<file path="config.mk">
export PLATFORM = sky130hd
export DESIGN_NAME = fetchStage_flat
export DESIGN_NICKNAME = d
export VERILOG_FILES = /design/src/rtl/pipeIf.sv /design/src/rtl/fetchStage.sv /design/src/flat_wrapper.sv
export VERILOG_INCLUDE_DIRS = /design/src /design/src/rtl
export SDC_FILE = /design/constraint.sdc
export NUM_CORES = 2
export LEC_CHECK = 0
export ABC_AREA = 1
export BUFFER_PORTS_ARGS = -buffer_cell sky130_fd_sc_hd__buf_2
export CAP_MARGIN = 20
export CORE_MARGIN = 1.5
export CORE_UTILIZATION = 50
export DETAILED_ROUTE_END_ITERATION = 7
export GPL_ROUTABILITY_DRIVEN = 0
export PLACE_DENSITY = 0.66
export SETUP_SLACK_MARGIN = 0.02
export SYNTH_ARGS = -nofsm -noshare
export SYNTH_HDL_FRONTEND = slang
export SYNTH_SLANG_ARGS = --single-unit
</file>
<file path="constraint.sdc">
create_clock -name clk -period 3.8 [get_ports clk]
set_input_delay 0.38 -clock clk [delete_from_list [all_inputs] [get_ports clk]]
set_output_delay 0.38 -clock clk [all_outputs]
set_load 0.1 [all_outputs]
</file>
<file path="src/rtl/cpu_macros.svh">
`ifndef CPU_MACROS_SVH
`define CPU_MACROS_SVH

// Data and address width
`define CPU_XLEN 32

// Register index width
`define CPU_REG_ADDR 5

// Instruction memory depth in words
`define CPU_IMEM_WORDS 64

// Data memory depth in words
`define CPU_DMEM_WORDS 64

`endif
</file>
<file path="src/rtl/pipeIf.sv">
`include "cpu_macros.svh"

// Fetch register to decode
interface fetchIf;
    logic                 valid;
    logic [`CPU_XLEN-1:0] pc;
    logic [`CPU_XLEN-1:0] instr;
    logic                 stall;
    logic                 flush;

    modport source (output valid, pc, instr, input stall, flush);
    modport sink   (input valid, pc, instr, output stall);
endinterface


</file>
<file path="src/rtl/fetchStage.sv">
`include "cpu_macros.svh"

module fetchStage (
    input  logic                               clk,
    input  logic                               rstN,
    input  logic                               run,
    input  logic                               imemWe,
    input  logic [$clog2(`CPU_IMEM_WORDS)-1:0] imemAddr,
    input  logic [`CPU_XLEN-1:0]               imemWdata,
    fetchIf.source                             fIf,
    input  logic                               redirect,
    input  logic [`CPU_XLEN-1:0]               target
);

    localparam int ImemAw = $clog2(`CPU_IMEM_WORDS);

    logic [`CPU_XLEN-1:0] imem [`CPU_IMEM_WORDS];
    logic [`CPU_XLEN-1:0] pcReg;
    logic [ImemAw-1:0]    pcIdx;
    logic                 advance;

    assign pcIdx   = pcReg[ImemAw+1:2];
    assign advance = run && !fIf.stall;

    // Program load, only while halted
    always_ff @(posedge clk) begin
        if (imemWe && !run) begin
            imem[imemAddr] <= imemWdata;
        end
    end

    always_ff @(posedge clk or negedge rstN) begin
        if (!rstN) begin
            pcReg <= '0;
        end else if (redirect) begin
            pcReg <= target;
        end else if (advance) begin
            pcReg <= pcReg + 'd4;
        end
    end

    // Flush wins over a stall; halting drains the register
    always_ff @(posedge clk or negedge rstN) begin
        if (!rstN) begin
            fIf.valid <= 1'b0;
        end else if (fIf.flush) begin
            fIf.valid <= 1'b0;
        end else if (!fIf.stall) begin
            fIf.valid <= run;
        end
    end

    always_ff @(posedge clk) begin
        if (advance && !redirect) begin
            fIf.instr <= imem[pcIdx];
            fIf.pc    <= pcReg;
        end
    end

    noLoadWhileRunning: assert property (@(posedge clk) disable iff (!rstN) imemWe |-> !run)
        else $error("imemWe raised while run is high");

endmodule

</file>
<file path="src/flat_wrapper.sv">
// flat-port wrapper written by rule: the top's interface ports become plain ports
module fetchStage_flat 
  (clk, rstN, run, imemWe, imemAddr, imemWdata, redirect, target, fIf_valid, fIf_pc, fIf_instr, fIf_stall, fIf_flush);
  fetchIf fIf_i ();
  input  logic clk;
  input  logic rstN;
  input  logic run;
  input  logic imemWe;
  input  logic [$clog2(`CPU_IMEM_WORDS)-1:0] imemAddr;
  input  logic [`CPU_XLEN-1:0] imemWdata;
  input  logic redirect;
  input  logic [`CPU_XLEN-1:0] target;
  output wire logic [$bits(fIf_i.valid)-1:0] fIf_valid;
  output wire logic [$bits(fIf_i.pc)-1:0] fIf_pc;
  output wire logic [$bits(fIf_i.instr)-1:0] fIf_instr;
  input wire logic [$bits(fIf_i.stall)-1:0] fIf_stall;
  input wire logic [$bits(fIf_i.flush)-1:0] fIf_flush;
  assign fIf_valid = fIf_i.valid;
  assign fIf_pc = fIf_i.pc;
  assign fIf_instr = fIf_i.instr;
  assign fIf_i.stall = fIf_stall;
  assign fIf_i.flush = fIf_flush;
  fetchStage u_core (.clk(clk), .rstN(rstN), .run(run), .imemWe(imemWe), .imemAddr(imemAddr), .imemWdata(imemWdata), .fIf(fIf_i), .redirect(redirect), .target(target));
endmodule
</file>
Word level (Yosys, flattened, before mapping)
Memories as Yosys holds them, arrays and structs flattened. A register that Yosys moved wholly into a read port is not among the register bits. Cells that the tools add are included.

Output and inout bits: 65. Word-level logic and storage cells: 19. Memory bits (writable): 2048. Memories kept: 1. Register bits after elaboration: 65.

Equality and inequality tests: 1. Reduce and logical (&&, ||, !) cells: 7. Add/sub/neg operators: 1. Muxes and demuxes: 6.

Memory list: u_core.imem (depth 64, width 32, read ports 1, clocked after Yosys merged registers in 1, write ports 1, line fetchStage.sv:17) `` logic [`CPU_XLEN-1:0] imem [`CPU_IMEM_WORDS]; ``.

Operators by type and width (number): 2-to-1 mux 32 bit (2); adder 32 x 3 -> 32 bit (second input constant) (1); 2-to-1 mux 1 bit (4); logical AND 1 bit (3); logical NOT 1 bit (3); != test 2 x 1 -> 1 bit (second input constant) (1); nonzero test 2 bit (1).

Depth between registers and ports, before layout
Depth in word-level cells: 4. Depth in mapped cells: 15.

Least setup slack after synthesis
Ideal clock, no wire load.

Kind: input -> register. From: input imemWe. To: memory u_core.imem[0][0] in the netlist's numbering (enable). Stages: 4. Setup time: 0.421 ns. Required time: 3.379 ns. Buffers on the path: 0. Arrival time: 2.410 ns. Path slack: 0.969 ns. Cell sequence: inv_1 > nor2_1 > nand4_1 > nor2_1.

Longest elaborated chain between the ends: 3.

Ends and longest elaborated chain: start: declaration (line flat_wrapper.sv:8) `input logic imemWe;`; logical AND 1 bit (line fetchStage.sv:27) `if (imemWe && !run) begin`; 2-to-1 mux 1 bit (line fetchStage.sv:27); 2-to-1 mux 1 bit (implied by the code) (line fetchStage.sv:28) `imem[imemAddr] <= imemWdata;`; end: declaration (line fetchStage.sv:17).

Every way passes these cells.

Worst setup path after layout
From: register u_core.pcReg[2]. To: register u_core.pcReg[15].

Longest elaborated chain between the ends: 3.

Ends and longest elaborated chain: start: declaration (line fetchStage.sv:18) `` logic [`CPU_XLEN-1:0] pcReg; ``; start signal: assignment (line fetchStage.sv:36) `pcReg <= target;`; start signal: assignment (line fetchStage.sv:38) `pcReg <= pcReg + 'd4;`; adder 32 x 3 -> 32 bit (line fetchStage.sv:38); 2-to-1 mux 32 bit (line fetchStage.sv:37) `end else if (advance) begin`; 2-to-1 mux 32 bit (line fetchStage.sv:35) `end else if (redirect) begin`.

Every way passes these cells. The select of a mux whose other input is x is not followed. A chain may end at the register's enable or synchronous reset.

==> tab_implementation.tex <==
\begin{tabular}{lr}
\hline
Metric & Value \\
\hline
\multicolumn{2}{l}{\textbf{Floorplan}} \\
Core Box Area & between 0.15 and 0.2 mm\^{}2 \\
\# IOs & 142 \\
Die Width & $\sim$430 um \\
Overall die height & around 430 um \\
Total Die Area & 0.1839 mm\^{}2 \\
Initial core utilization & around 50\% \\
Rows & between 150 and 200 \\
\multicolumn{2}{l}{\textbf{Power}} \\
Cell internal power dissipation & 38.88 mW \\
NetSw & 13.76 mW \\
Leakage power figure & around 40 nW \\
Sequential cell fraction of total power & 50.0\% \\
Max VDD drop & 0.0004871 V \\
Cell Pwr Density & approximately 500 mW/mm\^{}2 \\
Part of the total power dissipated in the clock network & between 30 and 40\% \\
Combinational share of power & $\sim$13\% \\
Fraction of power spent switching nets & approximately a quarter \\
\multicolumn{2}{l}{\textbf{Synthesis}} \\
Total of warnings raised by yosys & 0 \\
Dominant cell by count in the synthesized netlist & nand2\_1 \\
Combinational family with the most area after synthesis & simple AND/OR/NAND/NOR gates \\
Ys flop type & edfxtp\_1 \\
Fraction of synthesized cell area in xor and xnor cells & less than 1\% \\
Yosys top cell area share & a little over two thirds \\
Cell accounting for the most synthesized area & edfxtp\_1 \\
Post-synthesis compound-gate area fraction & under 10\% \\
Commonest cells in the netlist & 2854 x nand2\_1, 2112 x edfxtp\_1, 1019 x inv\_1 \\
Library cells used by synthesis & 32 \\
Simple-gate share of the synthesized area & around a fifth \\
Async set-or-reset flop fraction in the synthesized netlist & approximately 1.5\% \\
EDFF count, synth & between 2000 and 2500 \\
Nets in the synthesized netlist & $\sim$8600 \\
Main area contributors after synthesis & edfxtp\_1 70\%, nand2\_1 12\%, nand3\_1 5.3\% \\
Mux cell area share after synthesis & 0\% \\
Post-synthesis adder-cell area fraction & less than 1\% \\
FF+latch count, synth & roughly 2100 \\
Fraction of the yosys area taken by sequential cells & between 70\% and 80\% \\
Synthesized area divided by synthesized cell count & 10.59 um\^{}2 \\
Gate count of the mapped netlist & between 8000 and 9000 \\
Post-synthesis instance area & about 0.091 mm\^{}2 \\
\multicolumn{2}{l}{\textbf{Setup path}} \\
Arrival time of the worst setup path & roughly 3.8 ns \\
Crit path from & u\_core.pcReg[2] \\
Register-to-register setup slack & roughly 0.75 ns \\
Crit Path Max Fanout & 107 \\
Type of destination of the critical path & flop \\
Data required time at the worst endpoint & 4.53 ns \\
Depth of the worst register-to-register path & 9 \\
Crit Reg-Reg Endpoint & u\_core.pcReg[15] \\
Kind of start point of the critical path & flop \\
Crit Reg-Reg Startpoint & u\_core.pcReg[2] \\
Classification of the worst setup path & reg2reg \\
\multicolumn{2}{l}{\textbf{Placement}} \\
DP Cell Count & 10840 \\
Post-place instance area & around 0.095 mm\^{}2 \\
I/O Buffers & around 140 \\
Sum of net half-perimeters after detailed placement & 135300 um \\
\multicolumn{2}{l}{\textbf{Layout}} \\
Final cell utilization of the core & between 50\% and 60\% \\
Share of cells above drive strength 1 & 8.268\% \\
Number of cells in the finished layout apart from fillers & 11310 \\
Final-layout fill cell count & between 10000 and 15000 \\
Area taken by multi-input logic gates & about 0.021 mm\^{}2 \\
Area used by sequential logic in the layout & about 0.064 mm\^{}2 \\
Synthesis-to-layout area growth & 12.79\% \\
Final Instance Area & approximately 0.10 mm\^{}2 \\
Final Net Count & 8834 \\
\multicolumn{2}{l}{\textbf{CTS}} \\
Number of clock sinks & 2145 \\
TritonCTS buffer count & 213 \\
Max Root-Sink Buffers & 3 \\
\# resized after CTS & 0 \\
CTS tree & built \\
Total number of H-tree levels & 4 \\
Clock-pin slew of the registers on the worst-case setup and hold paths & roughly 0.06 ns \\
Clock root buffer master & clkbuf\_16 \\
Number of buffers added for setup after CTS & 0 \\
Insertion delay of the later-clocked pin in the worst-skew pair & 0.86 ns \\
\multicolumn{2}{l}{\textbf{Timing}} \\
Peak clock frequency supported by timing & about 330 MHz \\
Setup Skew & between 0.02 and 0.03 ns \\
Number of max-slew violations in the final report & 0 \\
Final setup violation count & 0 \\
Total count of hold-check failures in the final report & 0 \\
Worst hold-check slack & slightly above 0.05 ns \\
Sum of negative setup slack & 0 ns \\
Period Utilization, post-route & 80.39\% \\
Max-slew headroom at the worst pin & $\sim$25\% \\
Worst-margin pin slew & $\sim$1.1 ns \\
Final period demand of the worst path & slightly above 3 ns \\
RSZ-0062 raised after global routing & no \\
\multicolumn{2}{l}{\textbf{Worst hold path}} \\
Hold path cells & 1 \\
Type of the worst min-delay path & in2reg \\
Endpoint with the worst hold slack & u\_core.imem[2][26] \\
Source of the worst hold timing path & imemWdata[26] \\
\multicolumn{2}{l}{\textbf{Outcome}} \\
Status & finished clean \\
\multicolumn{2}{l}{\textbf{Global route}} \\
Vias in the first global route & around 59000 \\
GRT overflow & 0 \\
Wire length of the first global-routing pass & between 300000 and 400000 um \\
Largest net degree at the start of global routing & around 170 \\
Initial antenna violation count & 25 \\
Total track usage & 26.85\% \\
\multicolumn{2}{l}{\textbf{Run}} \\
Max-capacitance violation count & 0 \\
\multicolumn{2}{l}{\textbf{Detailed routing}} \\
Routed wire per std cell & 22.09 um \\
Routed vias/inst & approximately 5.4 \\
Remaining routing DRC violations & 0 \\
Remaining number of nets flagged by the antenna check after routing & 0 \\
Detailed-router iteration count before antenna repair & 8 \\
Final WL & about 250000 um \\
Total number of vias & roughly 61000 \\
1st-iter DRT viols & 7096 \\
\hline
\end{tabular}
flip-flops by register name, summed over array words and instances, names as in the netlist:
| name | flops |
|---|---|
| u_core.imem | 2048 |
| u_core.fIf.pc | 32 |
| u_core.fIf.instr | 32 |
| u_core.fIf.valid | 1 |
| u_core.pcReg | 32 |
cell type report:
class | count | share of cell area (%)
inverters | 1025 | 3.790
repair buffers | 415 | 3.541
clock buffers | 273 | 5.463
well taps | 2370 | 2.900
diodes | 12 | 0.02936
flip-flops and latches | 2145 | 62.84
multi-input cells | 4956 | 20.60
clock inverters | 112 | 0.8393
how the worst max path moves through the flow:
stage	cells after the start	to	slack [ns]
after detailed placement	7	u_core.imem[47][29]	0.66
after floorplan	4	u_core.imem[0][0]	0.97
after global placement	7	u_core.imem[63][17]	0.69
after CTS	9	u_core.pcReg[15]	0.83
after global routing	9	u_core.pcReg[15]	0.60
final	9	u_core.pcReg[15]	0.75
metrics by stage:
stage	worst slack [ns]	total power, mW
finish	0.7451	52.65
global route	0.5990	54.35
CTS	0.8296	52.77
detailed placement	0.6627	33.29
floorplan	0.9689	30.92
global placement	0.6904	33.21
per-layer routing:
layer / global-route usage [%] / share of wire, % / vias up
li1: - / - / 28460
met1: 36.06 / 40 / 29570
met2: 43.56 / 47 / 2920
met3: 4.624 / 9.0 / 492
met4: 10.88 / 3.8 / 2
met5: 0 / 0.0052 / -
cell families after synthesis:
logic type,Yosys count
compound gates,368
xor+xnor,12
fa+ha+maj,1
buf+inv,1459
flops,2145
simple gates,4575
what timing repair did:
| action | 4_1_cts | 5_1_grt |
|---|---|---|
| hold buffers | 52 | 7 |
| setup endpoints to repair | 0 | 0 |
| hold endpoints to repair | 87 | 85 |
critical path: stages (launching register included):
cell and delay, ns:
dfrtp_4 0.77, buf_12 0.47, nand3_2 0.21, nor2_2 0.20, nand2_2 0.11, nor2_4 0.19, nand2_1 0.09, o211ai_1 0.16
nand2_1 0.07, dlygate4sd3_1 0.56
power groups by stage:
stage / Combinational (mW) / Clock [mW] / Sequential (mW)
5_1_grt: 7.27 / 20.7 / 26.3
2_1_floorplan: 3.94 / 0 / 27.0
3_5_place_dp: 6.45 / 0 / 26.8
4_1_cts: 6.53 / 19.9 / 26.4
6_report: 6.65 / 19.6 / 26.3
3_3_place_gp: 6.37 / 0 / 26.8
cells in the final DEF (no fill, tap or decap), types with 11 or more instances in the layout:
master	netlist	final
xor2_1	11	11
edfxtp_1	2112	2112
o211ai_1	16	16
a21oi_1	68	68
buf_4	8	160
inv_1	1019	1016
nor2_4	2	68
o21ai_0	178	178
dlygate4sd3_1	0	59
diode_2	0	12
nor3_1	12	12
clkbuf_16	0	214
or2_2	31	31
nor2_1	687	622
nand3_1	961	961
clkbuf_1	110	58
buf_12	0	52
clkinv_2	0	27
nand4_1	15	15
o21ai_1	100	100
nand2_1	2854	2854
dfrtp_1	33	29
clkinv_1	0	63
buf_2	268	141
No activity file was read; power rests on OpenSTA's default activity.
