### src/rtl/cpu_macros.svh
`ifndef CPU_MACROS_SVH
`define CPU_MACROS_SVH

// Data and address width
`define CPU_XLEN 32

// Register index width
`define CPU_REG_ADDR 5

// Instruction memory depth in words
`define CPU_IMEM_WORDS 64

// Data memory depth in words
`define CPU_DMEM_WORDS 64

`endif
### src/rtl/cpuPkg.sv
`include "cpu_macros.svh"

package cpuPkg;

    // Primary opcodes
    localparam logic [5:0] opRType = 6'b000000;
    localparam logic [5:0] opJ     = 6'b000010;
    localparam logic [5:0] opBeq   = 6'b000100;
    localparam logic [5:0] opBne   = 6'b000101;
    localparam logic [5:0] opAddi  = 6'b001000;
    localparam logic [5:0] opSlti  = 6'b001010;
    localparam logic [5:0] opAndi  = 6'b001100;
    localparam logic [5:0] opOri   = 6'b001101;
    localparam logic [5:0] opXori  = 6'b001110;
    localparam logic [5:0] opLw    = 6'b100011;
    localparam logic [5:0] opSw    = 6'b101011;

    // R-type function codes
    localparam logic [5:0] fnSll = 6'b000000;
    localparam logic [5:0] fnSrl = 6'b000010;
    localparam logic [5:0] fnAdd = 6'b100000;
    localparam logic [5:0] fnSub = 6'b100010;
    localparam logic [5:0] fnAnd = 6'b100100;
    localparam logic [5:0] fnOr  = 6'b100101;
    localparam logic [5:0] fnXor = 6'b100110;
    localparam logic [5:0] fnNor = 6'b100111;
    localparam logic [5:0] fnSlt = 6'b101010;

    typedef enum logic [3:0] {
        aluAdd = 4'd0,
        aluSub = 4'd1,
        aluAnd = 4'd2,
        aluOr  = 4'd3,
        aluNor = 4'd4,
        aluXor = 4'd5,
        aluSll = 4'd6,
        aluSrl = 4'd7,
        aluSlt = 4'd8,
        aluEq  = 4'd9,
        aluNe  = 4'd10
    } aluOpT;

    // Decoder outputs, all zero for a bubble
    typedef struct packed {
        aluOpT aluOp;
        logic  regDst;
        logic  aluSrcA;
        logic  aluSrcB;
        logic  immZero;
        logic  regWrite;
        logic  memRead;
        logic  memWrite;
        logic  memToReg;
        logic  isBranch;
        logic  isJump;
    } ctrlT;

    // Controls that survive past execute
    typedef struct packed {
        logic regWrite;
        logic memRead;
        logic memWrite;
        logic memToReg;
    } memCtrlT;

    typedef struct packed {
        ctrlT                     ctrl;
        logic [`CPU_XLEN-1:0]     pc;
        logic [`CPU_XLEN-1:0]     rsVal;
        logic [`CPU_XLEN-1:0]     rtVal;
        logic [`CPU_XLEN-1:0]     imm32;
        logic [4:0]               shamt;
        logic [`CPU_REG_ADDR-1:0] destReg;
        logic [25:0]              jumpIndex;
    } decodedT;

    typedef struct packed {
        memCtrlT                  ctrl;
        logic [`CPU_XLEN-1:0]     aluResult;
        logic [`CPU_XLEN-1:0]     storeData;
        logic [`CPU_REG_ADDR-1:0] destReg;
    } memReqT;

endpackage

### src/rtl/pipeIf.sv
`include "cpu_macros.svh"

// Fetch register to decode
interface fetchIf;
    logic                 valid;
    logic [`CPU_XLEN-1:0] pc;
    logic [`CPU_XLEN-1:0] instr;
    logic                 stall;
    logic                 flush;

    modport source (output valid, pc, instr, input stall, flush);
    modport sink   (input valid, pc, instr, output stall);
endinterface

// Decode register to execute, redirect back
interface issueIf import cpuPkg::*; ();
    logic                 valid;
    decodedT              payload;
    logic                 flush;
    logic                 redirect;
    logic [`CPU_XLEN-1:0] target;

    modport source (output valid, payload, input flush);
    modport sink   (input valid, payload, output flush, redirect, target);
endinterface

// Execute register to memory, busy info back to decode
interface memIf import cpuPkg::*; ();
    logic                     valid;
    memReqT                   payload;
    logic [`CPU_REG_ADDR-1:0] busyDest;
    logic                     busyWrite;

    modport source  (output valid, payload);
    modport sink    (input valid, payload, output busyDest, busyWrite);
    modport monitor (input busyDest, busyWrite);
endinterface

### src/rtl/decodeStage.sv
`include "cpu_macros.svh"

module decodeStage import cpuPkg::*; (
    input  logic                     clk,
    input  logic                     rstN,
    fetchIf.sink                     fIf,
    issueIf.source                   iIf,
    memIf.monitor                    mIf,
    input  logic                     wbValid,
    input  logic [`CPU_REG_ADDR-1:0] wbReg,
    input  logic [`CPU_XLEN-1:0]     wbData
);

    logic [`CPU_XLEN-1:0]     regs [2**`CPU_REG_ADDR];
    logic [5:0]               opcode;
    logic [`CPU_REG_ADDR-1:0] rs;
    logic [`CPU_REG_ADDR-1:0] rt;
    logic [`CPU_REG_ADDR-1:0] rd;
    logic [`CPU_XLEN-1:0]     rsVal;
    logic [`CPU_XLEN-1:0]     rtVal;
    logic                     usesRs;
    logic                     usesRt;
    logic                     rsBusy;
    logic                     rtBusy;
    logic                     hazard;
    logic                     bubble;
    ctrlT                     ctrl;
    decodedT                  nextOp;

    assign opcode = fIf.instr[31:26];
    assign rs     = fIf.instr[25:21];
    assign rt     = fIf.instr[20:16];
    assign rd     = fIf.instr[15:11];

    ////////////////////////////////////////
    // Register file

    always_ff @(posedge clk) begin
        if (wbValid) begin
            regs[wbReg] <= wbData;
        end
    end

    // Same-cycle writeback is passed through
    assign rsVal = (rs == '0) ? '0 : (wbValid && wbReg == rs) ? wbData : regs[rs];
    assign rtVal = (rt == '0) ? '0 : (wbValid && wbReg == rt) ? wbData : regs[rt];

    ////////////////////////////////////////
    // Interlock against execute and memory

    assign usesRs = opcode != opJ;
    assign usesRt = opcode inside {opRType, opBeq, opBne, opSw};

    assign rsBusy = (rs != '0) &&
                    ((iIf.valid && iIf.payload.ctrl.regWrite && iIf.payload.destReg == rs) ||
                     (mIf.busyWrite && mIf.busyDest == rs));
    assign rtBusy = (rt != '0) &&
                    ((iIf.valid && iIf.payload.ctrl.regWrite && iIf.payload.destReg == rt) ||
                     (mIf.busyWrite && mIf.busyDest == rt));

    assign hazard    = fIf.valid && ((usesRs && rsBusy) || (usesRt && rtBusy));
    assign fIf.stall = hazard;
    assign bubble    = hazard || !fIf.valid || iIf.flush;

    controlUnit controlUnit_inst (
        .instr  (fIf.instr),
        .hazard (bubble),
        .ctrl   (ctrl)
    );

    ////////////////////////////////////////
    // Decode register

    always_comb begin
        nextOp.ctrl      = ctrl;
        nextOp.pc        = fIf.pc;
        nextOp.rsVal     = rsVal;
        nextOp.rtVal     = rtVal;
        nextOp.imm32     = ctrl.immZero ? {16'b0, fIf.instr[15:0]} :
                                          {{16{fIf.instr[15]}}, fIf.instr[15:0]};
        nextOp.shamt     = fIf.instr[10:6];
        nextOp.destReg   = ctrl.regDst ? rd : rt;
        nextOp.jumpIndex = fIf.instr[25:0];
    end

    always_ff @(posedge clk or negedge rstN) begin
        if (!rstN) begin
            iIf.valid <= 1'b0;
        end else begin
            iIf.valid <= !bubble;
        end
    end

    always_ff @(posedge clk) begin
        iIf.payload <= nextOp;
    end

    noWriteToZero: assert property (@(posedge clk) disable iff (!rstN) wbValid |-> wbReg != '0)
        else $error("register file write at index 0");

endmodule

### src/rtl/controlUnit.sv
module controlUnit import cpuPkg::*; (
    input  logic [31:0] instr,
    input  logic        hazard,
    output ctrlT        ctrl
);

    logic [5:0] opcode;
    logic [5:0] funct;

    assign opcode = instr[31:26];
    assign funct  = instr[5:0];

    always_comb begin
        ctrl = '0;

        if (hazard) begin
            // Bubble
            ctrl = '0;
        end else if (instr == 32'b0) begin
            // Zero word decodes as a nop
            ctrl = '0;
        end else if (opcode == opRType) begin
            ctrl.regDst   = 1'b1;
            ctrl.regWrite = 1'b1;
            case (funct)
                fnAdd: ctrl.aluOp = aluAdd;
                fnSub: ctrl.aluOp = aluSub;
                fnAnd: ctrl.aluOp = aluAnd;
                fnOr:  ctrl.aluOp = aluOr;
                fnNor: ctrl.aluOp = aluNor;
                fnXor: ctrl.aluOp = aluXor;
                fnSlt: ctrl.aluOp = aluSlt;
                fnSll: begin
                    ctrl.aluOp   = aluSll;
                    ctrl.aluSrcA = 1'b1;
                end
                fnSrl: begin
                    ctrl.aluOp   = aluSrl;
                    ctrl.aluSrcA = 1'b1;
                end
                default: ctrl = '0;
            endcase
        end else begin
            // I-type and J-type
            ctrl.aluSrcB = 1'b1;
            case (opcode)
                opAddi: ctrl.regWrite = 1'b1;
                opSlti: begin
                    ctrl.aluOp    = aluSlt;
                    ctrl.regWrite = 1'b1;
                end
                opAndi, opOri, opXori: begin
                    ctrl.aluOp    = (opcode == opAndi) ? aluAnd :
                                    (opcode == opOri)  ? aluOr  : aluXor;
                    ctrl.immZero  = 1'b1;
                    ctrl.regWrite = 1'b1;
                end
                opLw: begin
                    ctrl.regWrite = 1'b1;
                    ctrl.memRead  = 1'b1;
                    ctrl.memToReg = 1'b1;
                end
                opSw: ctrl.memWrite = 1'b1;
                opBeq, opBne: begin
                    ctrl.aluOp    = (opcode == opBeq) ? aluEq : aluNe;
                    ctrl.aluSrcB  = 1'b0;
                    ctrl.isBranch = 1'b1;
                end
                opJ: begin
                    ctrl.aluSrcB = 1'b0;
                    ctrl.isJump  = 1'b1;
                end
                default: ctrl = '0;
            endcase
        end
    end

endmodule

### src/flat_wrapper.sv
// flat-port wrapper written by rule: the top's interface ports become plain ports
module decodeStage_flat import cpuPkg::*;
  (clk, rstN, wbValid, wbReg, wbData, fIf_valid, fIf_pc, fIf_instr, fIf_stall, iIf_valid, iIf_payload, iIf_flush, mIf_busyDest, mIf_busyWrite);
  fetchIf fIf_i ();
  issueIf iIf_i ();
  memIf mIf_i ();
  input  logic clk;
  input  logic rstN;
  input  logic wbValid;
  input  logic [`CPU_REG_ADDR-1:0] wbReg;
  input  logic [`CPU_XLEN-1:0] wbData;
  input wire logic [$bits(fIf_i.valid)-1:0] fIf_valid;
  input wire logic [$bits(fIf_i.pc)-1:0] fIf_pc;
  input wire logic [$bits(fIf_i.instr)-1:0] fIf_instr;
  output wire logic [$bits(fIf_i.stall)-1:0] fIf_stall;
  output wire logic [$bits(iIf_i.valid)-1:0] iIf_valid;
  output wire logic [$bits(iIf_i.payload)-1:0] iIf_payload;
  input wire logic [$bits(iIf_i.flush)-1:0] iIf_flush;
  input wire logic [$bits(mIf_i.busyDest)-1:0] mIf_busyDest;
  input wire logic [$bits(mIf_i.busyWrite)-1:0] mIf_busyWrite;
  assign fIf_i.valid = fIf_valid;
  assign fIf_i.pc = fIf_pc;
  assign fIf_i.instr = fIf_instr;
  assign fIf_stall = fIf_i.stall;
  assign iIf_valid = iIf_i.valid;
  assign iIf_payload = iIf_i.payload;
  assign iIf_i.flush = iIf_flush;
  assign mIf_i.busyDest = mIf_busyDest;
  assign mIf_i.busyWrite = mIf_busyWrite;
  decodeStage u_core (.clk(clk), .rstN(rstN), .fIf(fIf_i), .iIf(iIf_i), .mIf(mIf_i), .wbValid(wbValid), .wbReg(wbReg), .wbData(wbData));
endmodule
### config.mk
export PLATFORM = sky130hd
export DESIGN_NAME = decodeStage_flat
export DESIGN_NICKNAME = d
export VERILOG_FILES = /design/src/rtl/cpuPkg.sv /design/src/rtl/pipeIf.sv /design/src/rtl/decodeStage.sv /design/src/rtl/controlUnit.sv /design/src/flat_wrapper.sv
export VERILOG_INCLUDE_DIRS = /design/src /design/src/rtl
export SDC_FILE = /design/constraint.sdc
export NUM_CORES = 1
export LEC_CHECK = 0
export BUFFER_PORTS_ARGS = -buffer_cell sky130_fd_sc_hd__buf_2
export CAP_MARGIN = 20
export CORE_ASPECT_RATIO = 1.1
export CORE_UTILIZATION = 55
export DETAILED_ROUTE_END_ITERATION = 6
export PLACE_DENSITY = 0.73
export SLEW_MARGIN = 0
export SYNTH_ARGS = -nofsm -noshare
export SYNTH_HDL_FRONTEND = slang
export SYNTH_SLANG_ARGS = --single-unit
### constraint.sdc
create_clock -name clk -period 3.3 [get_ports clk]
set_input_delay 0.495 -clock clk [delete_from_list [all_inputs] [get_ports clk]]
set_output_delay 0.495 -clock clk [all_outputs]
set_load 0.02 [all_outputs]
# ---- Word level (Yosys, flattened, before mapping)
# Memories as Yosys holds them, arrays and structs flattened. A register that Yosys moved wholly into a read port is not among the register bits.
# Index checks and enable logic that the tools add are counted.
dict set report classes {
  add_sub_neg 0
  bitwise_logic 1
  shift 0
  n_div 0
  n_eq_ne 23
  reduce_logical 33
  n_lt_le_gt_ge 0
  n_mux 21
  n_mul 0
}
# op count
set op_table {}
lappend op_table {{$eq 6x6->1 const B} 9}
lappend op_table {{$logic_not 32->1} 1}
lappend op_table {{$pmux 4 s8} 1}
lappend op_table {{$eq 6x4->1 const B} 5}
lappend op_table {{$eq 5x5->1} 4}
lappend op_table {{$mux 10} 2}
lappend op_table {{$mux 14} 1}
lappend op_table {{$eq 6x2->1 const B} 2}
lappend op_table {{$eq 6x3->1 const B} 2}
lappend op_table {{$logic_not 6->1} 2}
lappend op_table {{$pmux 4 s3} 1}
lappend op_table {{$mux 1} 11}
lappend op_table {{$logic_and 1x1->1} 10}
lappend op_table {{$logic_not 5->1} 2}
lappend op_table {{$reduce_bool 5->1} 2}
lappend op_table {{$reduce_or 9->1} 1}
lappend op_table {{$reduce_or 7->1} 1}
lappend op_table {{$mux 3} 2}
lappend op_table {{$mux 6} 1}
lappend op_table {{$ne 6x2->1 const B} 1}
lappend op_table {{$reduce_or 2->1} 3}
lappend op_table {{$reduce_or 3->1} 2}
lappend op_table {{$reduce_or 6->1} 1}
lappend op_table {{$logic_or 1x1->1} 5}
lappend op_table {{other kinds (5)} 6}
dict set report totals {
  mem_count 1
  regBits 100
  rom_bits 0
  latchBits 0
  ram_bits 1024
}
# memory depth width read_ports rd_ports_with_merged_regs wr line
set memory_table {}
lappend memory_table {u_core.regs 32 32 2 2 1 decodeStage.sv:14} ;# logic [`CPU_XLEN-1:0] regs [2**`CPU_REG_ADDR];

# ---- Longest topological paths before layout
# Gate-level depths: netlist of the first run.
dict set report logic_depth {
  depth_word 11
  mapped_depth 10
}

# ---- Modules after synthesis
# Synthesis of the first run repeated with hierarchy kept, for this count alone.
dict set report unflattened {
  hier_cells 2731
  hier_area_um2 52013.6
}
# mod area_each_um2 cells_each n_inst
set modules_own_cells {}
lappend modules_own_cells {decodeStage 51573.2 2662 1}
lappend modules_own_cells {controlUnit 440.4 69 1}

# ---- Least setup slack after synthesis of the first run
# No wires, ideal clock.
dict set report synth_path {
  kind {input to register}
  startpoint {input port wbValid}
  endpoint {memory u_core.regs[28][0] (netlist bit) (enable)}
  cell_stages 4
  setup_slack_ns 0.172
  t_required_ns 2.879
  arrival_time_ns 2.707
  setup_ns 0.421
  cell_sequence {clkbuf_1 > or3b_2 > clkbuf_1 > nor2_1}
}
dict set report synth_via {
  elab_chain_cells 2
}
# item line
set synth_rtl {}
lappend synth_rtl {{start, declared} flat_wrapper.sv:9} ;# input logic wbValid;
lappend synth_rtl {{$mux 1} decodeStage.sv:39} ;# if (wbValid) begin
lappend synth_rtl {{$mux 1 (implied by the code)} decodeStage.sv:40} ;# regs[wbReg] <= wbData;
lappend synth_rtl {{end, declared} decodeStage.sv:14}
# No other way between the ends.

# ---- Worst setup path after layout of the first run
dict set report layout_path {
  startpoint {register, netlist name u_core.iIf.payload[29]}
  endpoint {output port fIf_stall}
}
dict set report layout_via {
  elab_chain_cells 7
  word_cells_on_any_way 12
}
# item line
set layout_rtl {}
lappend layout_rtl {{$eq 5x5->1, on equally long branches} {decodeStage.sv:55, decodeStage.sv:58}}
lappend layout_rtl {{$logic_and 1x1->1, on equally long branches} {decodeStage.sv:55, decodeStage.sv:58}}
lappend layout_rtl {{$logic_or 1x1->1, on equally long branches} {decodeStage.sv:55, decodeStage.sv:58}}
lappend layout_rtl {{$logic_and 1x1->1, on equally long branches} {decodeStage.sv:54, decodeStage.sv:57}}
lappend layout_rtl {{$logic_and 1x1->1} decodeStage.sv:61} ;# assign hazard = fIf.valid && ((usesRs && rsBusy) || (usesRt && rtBusy));
lappend layout_rtl {{$logic_or 1x1->1 *} decodeStage.sv:61}
lappend layout_rtl {{$logic_and 1x1->1 *} decodeStage.sv:61}
lappend layout_rtl {{end, declared} flat_wrapper.sv:15} ;# output wire logic [$bits(fIf_i.stall)-1:0] fIf_stall;
# Every way passes the cells marked *; elsewhere a longest branch is shown, timed or not.

==> impl_metrics.ini, run 1 <==
[outcome]
outcome = finished with violations
failed_checks = design-rule violations

[drt]
vias = 32200
via_per_inst = 7.13
wl_per_cell_um = 35.8
drt_iter0_markers = 4741
firstDrtPassIters = 7
route.detailed.drc = 1
antenna_left = 0
drt_wl_total_mm = 162

[setup_path]
path_delay_family = compound AO/OA/AOI/OAI gates
cp_data_required_time_ps = 2800
cpMaxStageDelayCell = dfxtp_1
cpPeakStageDelay_ps = 470
path_cells = xnor2_1 > nand4_1 > o22ai_1 > a22oi_2 > nor2b_1 > buf_2
cp-end-kind = output pin
arrival_ps = 2450
cp_max_fo = 3
cp.buffers_inverters = 1
path_class = flop to output pin
crit_path_start_kind = flop

[timing]
setup_viol = 0
holdWs_ps = 37.9
rsz0062_at_grt = no
finalHoldViolCount = 0
min_period_ps = 2950
slew_violations = 0
finClkSkew_ps = 14.0
finalCritPeriodShare_pct = 89.3
maxSlewHeadroom_pct = 47.7
layout_setup_ws_ps = 354
max_slew.worst_pin.slew_ps = 782
clock.fmax_mhz = 339
setup-tns-final_ps = 0

[pwr]
power_uw = 32800
max-vdd-ir-drop_mv = 0.426
clkPwrFrac_pct = 40.2
swShare_pct = 23.3
p_seq_share_pct = 50.3
p_leak_uw = 0.0204
intPower_uw = 25200
power.switching_uw = 7640
power_density_nw_per_um2 = 545
power_frac_comb_pct = 9.5

[yosys]
ys.flop_type = edfxtp_1
ys_seq_elements = 1166
avgSynthCellArea_um2 = 18.6
synth_enable_flop_cells = 1024
seq_area_frac_synth_pct = 64.4
ys_warn_count = 0
netlist_area_um2 = 52200
synthArstFlopShare_pct = 0.0858
synth_nets = 2912
synth_cell_types = 68
postSynthCellCount = 2800

[floorplan]
rows = 118
die_h_um = 325
dieArea_um2 = 96100
initial_core_util_pct = 55.5
coreArea_um2 = 94000
die_x_um = 296
ios = 292

[placed_design]
port-buffer-count = 291
dpl_worst_slack_ps = 223
dp_hpwl_mm = 91.1
gp_congestion = 0.887

[clock_tree]
cts_tree = built
cts.clk_slew.worst_paths_ps = 60
cts_buffer_depth = 3
worstSkewPairLatency_ps = 700
cts.sinks = 1166
cts_max_level = 3
cts-buffers-inserted = 115
root_buffer = clkbuf_16

[grt]
grt_antenna_before_repair = 8
grt.total_usage_pct = 34.0
grt_pass1_wl_mm = 230
grt-ovfl-total = 0
grt_max_degree = 86
grt_pass1_vias = 32700

[final_layout]
drive_gt1_share_pct = 35.8
final_util_pct = 64.1
syn_to_final_growth_pct = 15.5
layout_commonest_cell = edfxtp_1
nets = 3277
layout_common_cells = edfxtp_1 (1024), mux4_2 (474), buf_2 (284)

[worst_hold_path]
holdCritPathClass = input port to flop

[job]
cap_violations = 0
## per-layer routing
metal | track usage, % | routed length [um] | vias up
met5 | 0 | 69 | -
met4 | 15.7 | 8100 | 10
met3 | 8.35 | 20700 | 481
met2 | 53.6 | 77200 | 2708
met1 | 44.8 | 55800 | 16600
li1 | - | - | 12500
## state kept, by name (all words and copies together) (netlist names)
signal and cells:
u_core.regs 1024, u_core.iIf.payload 141, u_core.iIf.valid 1
## kinds of logic after synthesis
family                     Yosys count  synth area share [%]
adders and majority gates            1                0.0192
and+or+nand+nor                    330                  2.97
AOI/OAI and AO/OA                  293                  4.06
buffers and inverters              253                  2.69
DFF                               1166                  64.4
xor gates and xnor gates            31                 0.521
muxes                              726                  25.3
## per-stage QoR
step           cells  instance area [um^2]
2_1_floorplan   2800                 52200
3_3_place_gp    4260                 56000
3_5_place_dp    4260                 56000
4_1_cts         4524                 60200
5_1_grt         4524                 60200
6_report        4526                 60200
## power groups by stage
stage               combinational [uW]  clock, uW  sequential [uW]
detailed placement                3040          0            16800
floorplan                         1710          0            17000
CTS                               3100      13200            16500
finish                            3130      13200            16500
global placement                  3000          0            16800
global route                      3270      13800            16500
## synthesized netlist by cell type, drive strengths merged (5+ instances only)
library cell	instances	area (um^2)
a32o	23	230
a31oi	12	75.1
a221o	29	290
xnor2	22	193
nand3	8	45.0
clkbuf	64	240
dfxtp	141	2820
a21oi	48	255
nor2b	11	71.3
mux4	474	10700
nor4	8	77.6
nor2	102	385
a22oi	29	223
and3	16	100
mux2	7	78.8
nand2b	8	50.1
nor3	36	180
nand4	5	31.3
o21ai	54	270
nand3b	5	37.5
edfxtp	1024	30700
buf	185	1150
a221oi	30	280
xor2	9	78.8
mux2i	245	2450
nand2	111	419
a211oi	14	105
o22ai	30	188
o211ai	8	60.1
## worst reg2reg max path: stages, from the launching register on
cell      delay, ps
edfxtp_1        400
mux4_2          490
mux2i_1         210
o22ai_1         100
nor3_1          550
nor3_1          150
## layout make-up
cell class              count  area (um^2)
fillers                  6342        33800
flip-flops and latches   1166        33600
multi-input cells        1381        17400
repair buffers            497         3860
clock buffers             158         3210
well taps                1260         1580
clock inverters            58          548
inverters                   4         15.0
diodes                      2         5.00
## what timing repair did
item                                   4_1_cts  5_1_grt
endpoints found under the hold margin       48        0
gates resized for setup                      0        0
buffers inserted                             0        0
setup endpoints to repair                    0        0
hold buffers                                48        0
## final timing paths
path	startpoint	end	slack, ps	cells past startpoint
worst min register to register	u_core.regs[2][6]$_DFFE_PP_	u_core.iIf.payload[106]$_SDFF_PP0_	870	4
max in group asynchronous	rstN	u_core.iIf.valid$_DFF_PN0_	3090	2
worst min-delay path	fIf_instr[3]	u_core.iIf.payload[3]$_DFF_P_	40	1
worst max register to register	u_core.regs[31][26]$_DFFE_PP_	u_core.iIf.payload[126]$_SDFF_PP0_	1250	5
min in group asynchronous	rstN	u_core.iIf.valid$_DFF_PN0_	120	2
worst max-delay path	u_core.iIf.payload[29]$_DFF_P_	fIf_stall	350	6
No activity file was read; power rests on OpenSTA's default activity.
==> inputs of run 2 (changes only) <==
--- a/config.mk
+++ b/config.mk
@@ -9,8 +9,10 @@
 export BUFFER_PORTS_ARGS = -buffer_cell sky130_fd_sc_hd__buf_2
 export CAP_MARGIN = 20
 export CORE_ASPECT_RATIO = 1.1
+export CORE_MARGIN = 2
 export CORE_UTILIZATION = 55
 export DETAILED_ROUTE_END_ITERATION = 6
+export MAX_ROUTING_LAYER = met4
 export PLACE_DENSITY = 0.73
 export SLEW_MARGIN = 0
 export SYNTH_ARGS = -nofsm -noshare
==> impl_metrics.ini, run 2 (synthesis results as in run 1) <==
[timing]
clock.fmax_mhz = 335
finClkSkew_ps = 29.1
finalCritPeriodShare_pct = 90.4
setup_viol = 0
slew_violations = 0
finalHoldViolCount = 0
layout_setup_ws_ps = 316
rsz0062_at_grt = no
maxSlewHeadroom_pct = 31.5
setup-tns-final_ps = 0
max_slew.worst_pin.slew_ps = 1020
min_period_ps = 2980

[clock_tree]
cts_tree = built
worstSkewPairLatency_ps = 720
cts.sinks = 1166
cts_max_level = 3
cts_buffer_depth = 3
root_buffer = clkbuf_16
cts.clk_slew.worst_paths_ps = 60
cts-buffers-inserted = 116
post_cts_resize_count = 0

[final_layout]
final_util_pct = 64.0
layout_commonest_cell = edfxtp_1
reg_top3 = u_core.regs (1024), u_core.iIf.payload (141), u_core.iIf.valid (1)
largest_reg_flops = 1024
drive_gt1_share_pct = 36.1
layout_common_cells = edfxtp_1 (1024), mux4_2 (474), buf_2 (285)
syn_to_final_growth_pct = 15.3
top_register = u_core.regs
layout.cells.non_filler = 4536
nets = 3281

[placed_design]
port-buffer-count = 291
dp_hpwl_mm = 91.8
place_inst = 4261
gp_congestion = 0.954
dpl_worst_slack_ps = 491

[floorplan]
rows = 118
dieArea_um2 = 97300
die_x_um = 298
coreArea_um2 = 94000
initial_core_util_pct = 55.5
ios = 292
die_h_um = 327

[drt]
drt_iter0_markers = 4528
wl_per_cell_um = 34.7
route.detailed.drc = 0
via_per_inst = 7.03
drt_wl_total_mm = 157
antenna_left = 0
vias = 31900
firstDrtPassIters = 6

[grt]
grt_antenna_before_repair = 7
grt_max_degree = 109
grt.total_usage_pct = 33.3
grt_pass1_vias = 32300
grt-ovfl-total = 0
grt_pass1_wl_mm = 224

[setup_path]
cpMaxStageDelayCell = dlygate4sd3_1
path_cells = dlygate4sd3_1 > clkbuf_8 > or2_2 > nor4_4 > buf_4 > nor3_1 > a22oi_2 > nor2b_1 > buf_2
crit_path_start_kind = input port
path_delay_family = buffers and inverters
cp_max_fo = 7
cp_data_required_time_ps = 2800
arrival_ps = 2490
cp-end-kind = output pin
cp.buffers_inverters = 4
cpPeakStageDelay_ps = 550
path_class = input port to output pin

[pwr]
p_seq_share_pct = 50.5
power.switching_uw = 7650
intPower_uw = 25100
swShare_pct = 23.4
clkPwrFrac_pct = 40.0
power_uw = 32700
power_frac_comb_pct = 9.5
power_density_nw_per_um2 = 544
max-vdd-ir-drop_mv = 0.453
p_leak_uw = 0.0204

[outcome]
outcome = complete, no violations

[worst_hold_path]
holdCritPathClass = input port to flop

[job]
cap_violations = 0
-- run 2: changes by cell type in the layout (fill, tap and decap cells not counted), sizes merged --
cell         previous run  this run
inv                     7        12
clkinvlp                3         4
diode                   2         8
clkinv                 42        39
bufinv                 10         7
dlygate4sd3            48        49
clkbuf                160       161
buf                   447       449
-- run 2: cell type report --
cell class / count / area [um^2]
well taps: 1260 / 1580
clock buffers: 159 / 3250
inverters: 4 / 15.0
flip-flops and latches: 1166 / 33600
repair buffers: 500 / 3740
fillers: 6300 / 33900
diodes: 8 / 20.0
multi-input cells: 1381 / 17400
clock inverters: 58 / 518
-- run 2: path summary, 6_finish.rpt --
check,from,endpoint,slack (ps),cells after the start
setup / recovery,fIf_instr[17],fIf_stall,320,9
hold / removal,fIf_instr[3],u_core.iIf.payload[3]$_DFF_P_,40,1
setup reg to reg,u_core.regs[29][4]$_DFFE_PP_,u_core.iIf.payload[104]$_SDFF_PP0_,1050,4
hold reg to reg,u_core.regs[4][27]$_DFFE_PP_,u_core.iIf.payload[127]$_SDFF_PP0_,860,4
max in group asynchronous,rstN,u_core.iIf.valid$_DFF_PN0_,3080,2
min in group asynchronous,rstN,u_core.iIf.valid$_DFF_PN0_,120,2
-- run 2: metrics by stage --
stage / instance area (um^2) / hold slack, ps
3_3_place_gp: 55900 / 291
4_1_cts: 60100 / 8.60
6_report: 60100 / 40.6
2_1_floorplan: 52200 / 199
3_5_place_dp: 55900 / 292
5_1_grt: 60100 / 31.4
-- run 2: routing by layer --
layer  global-route usage (%)  wire length, um  vias up
met5                        -                0        -
met4                     15.4             8250        0
met3                     6.34            18300      509
met2                     51.7            75000     2477
met1                     43.1            55800    16400
li1                         -                -    12500
-- run 2: timing repair --
item | 4_1_cts | 5_1_grt
hold buffers | 49 | 0
endpoints found under the hold margin | 49 | 0
buffers inserted | 0 | 0
-- run 2: power by group through the flow --
stage	Sequential (uW)	Combinational, uW	Clock [uW]
after floorplan	17000	1710	0
after global placement	16800	2980	0
after detailed placement	16800	3020	0
after CTS	16500	3080	13200
after global routing	16500	3250	13800
final	16500	3110	13100
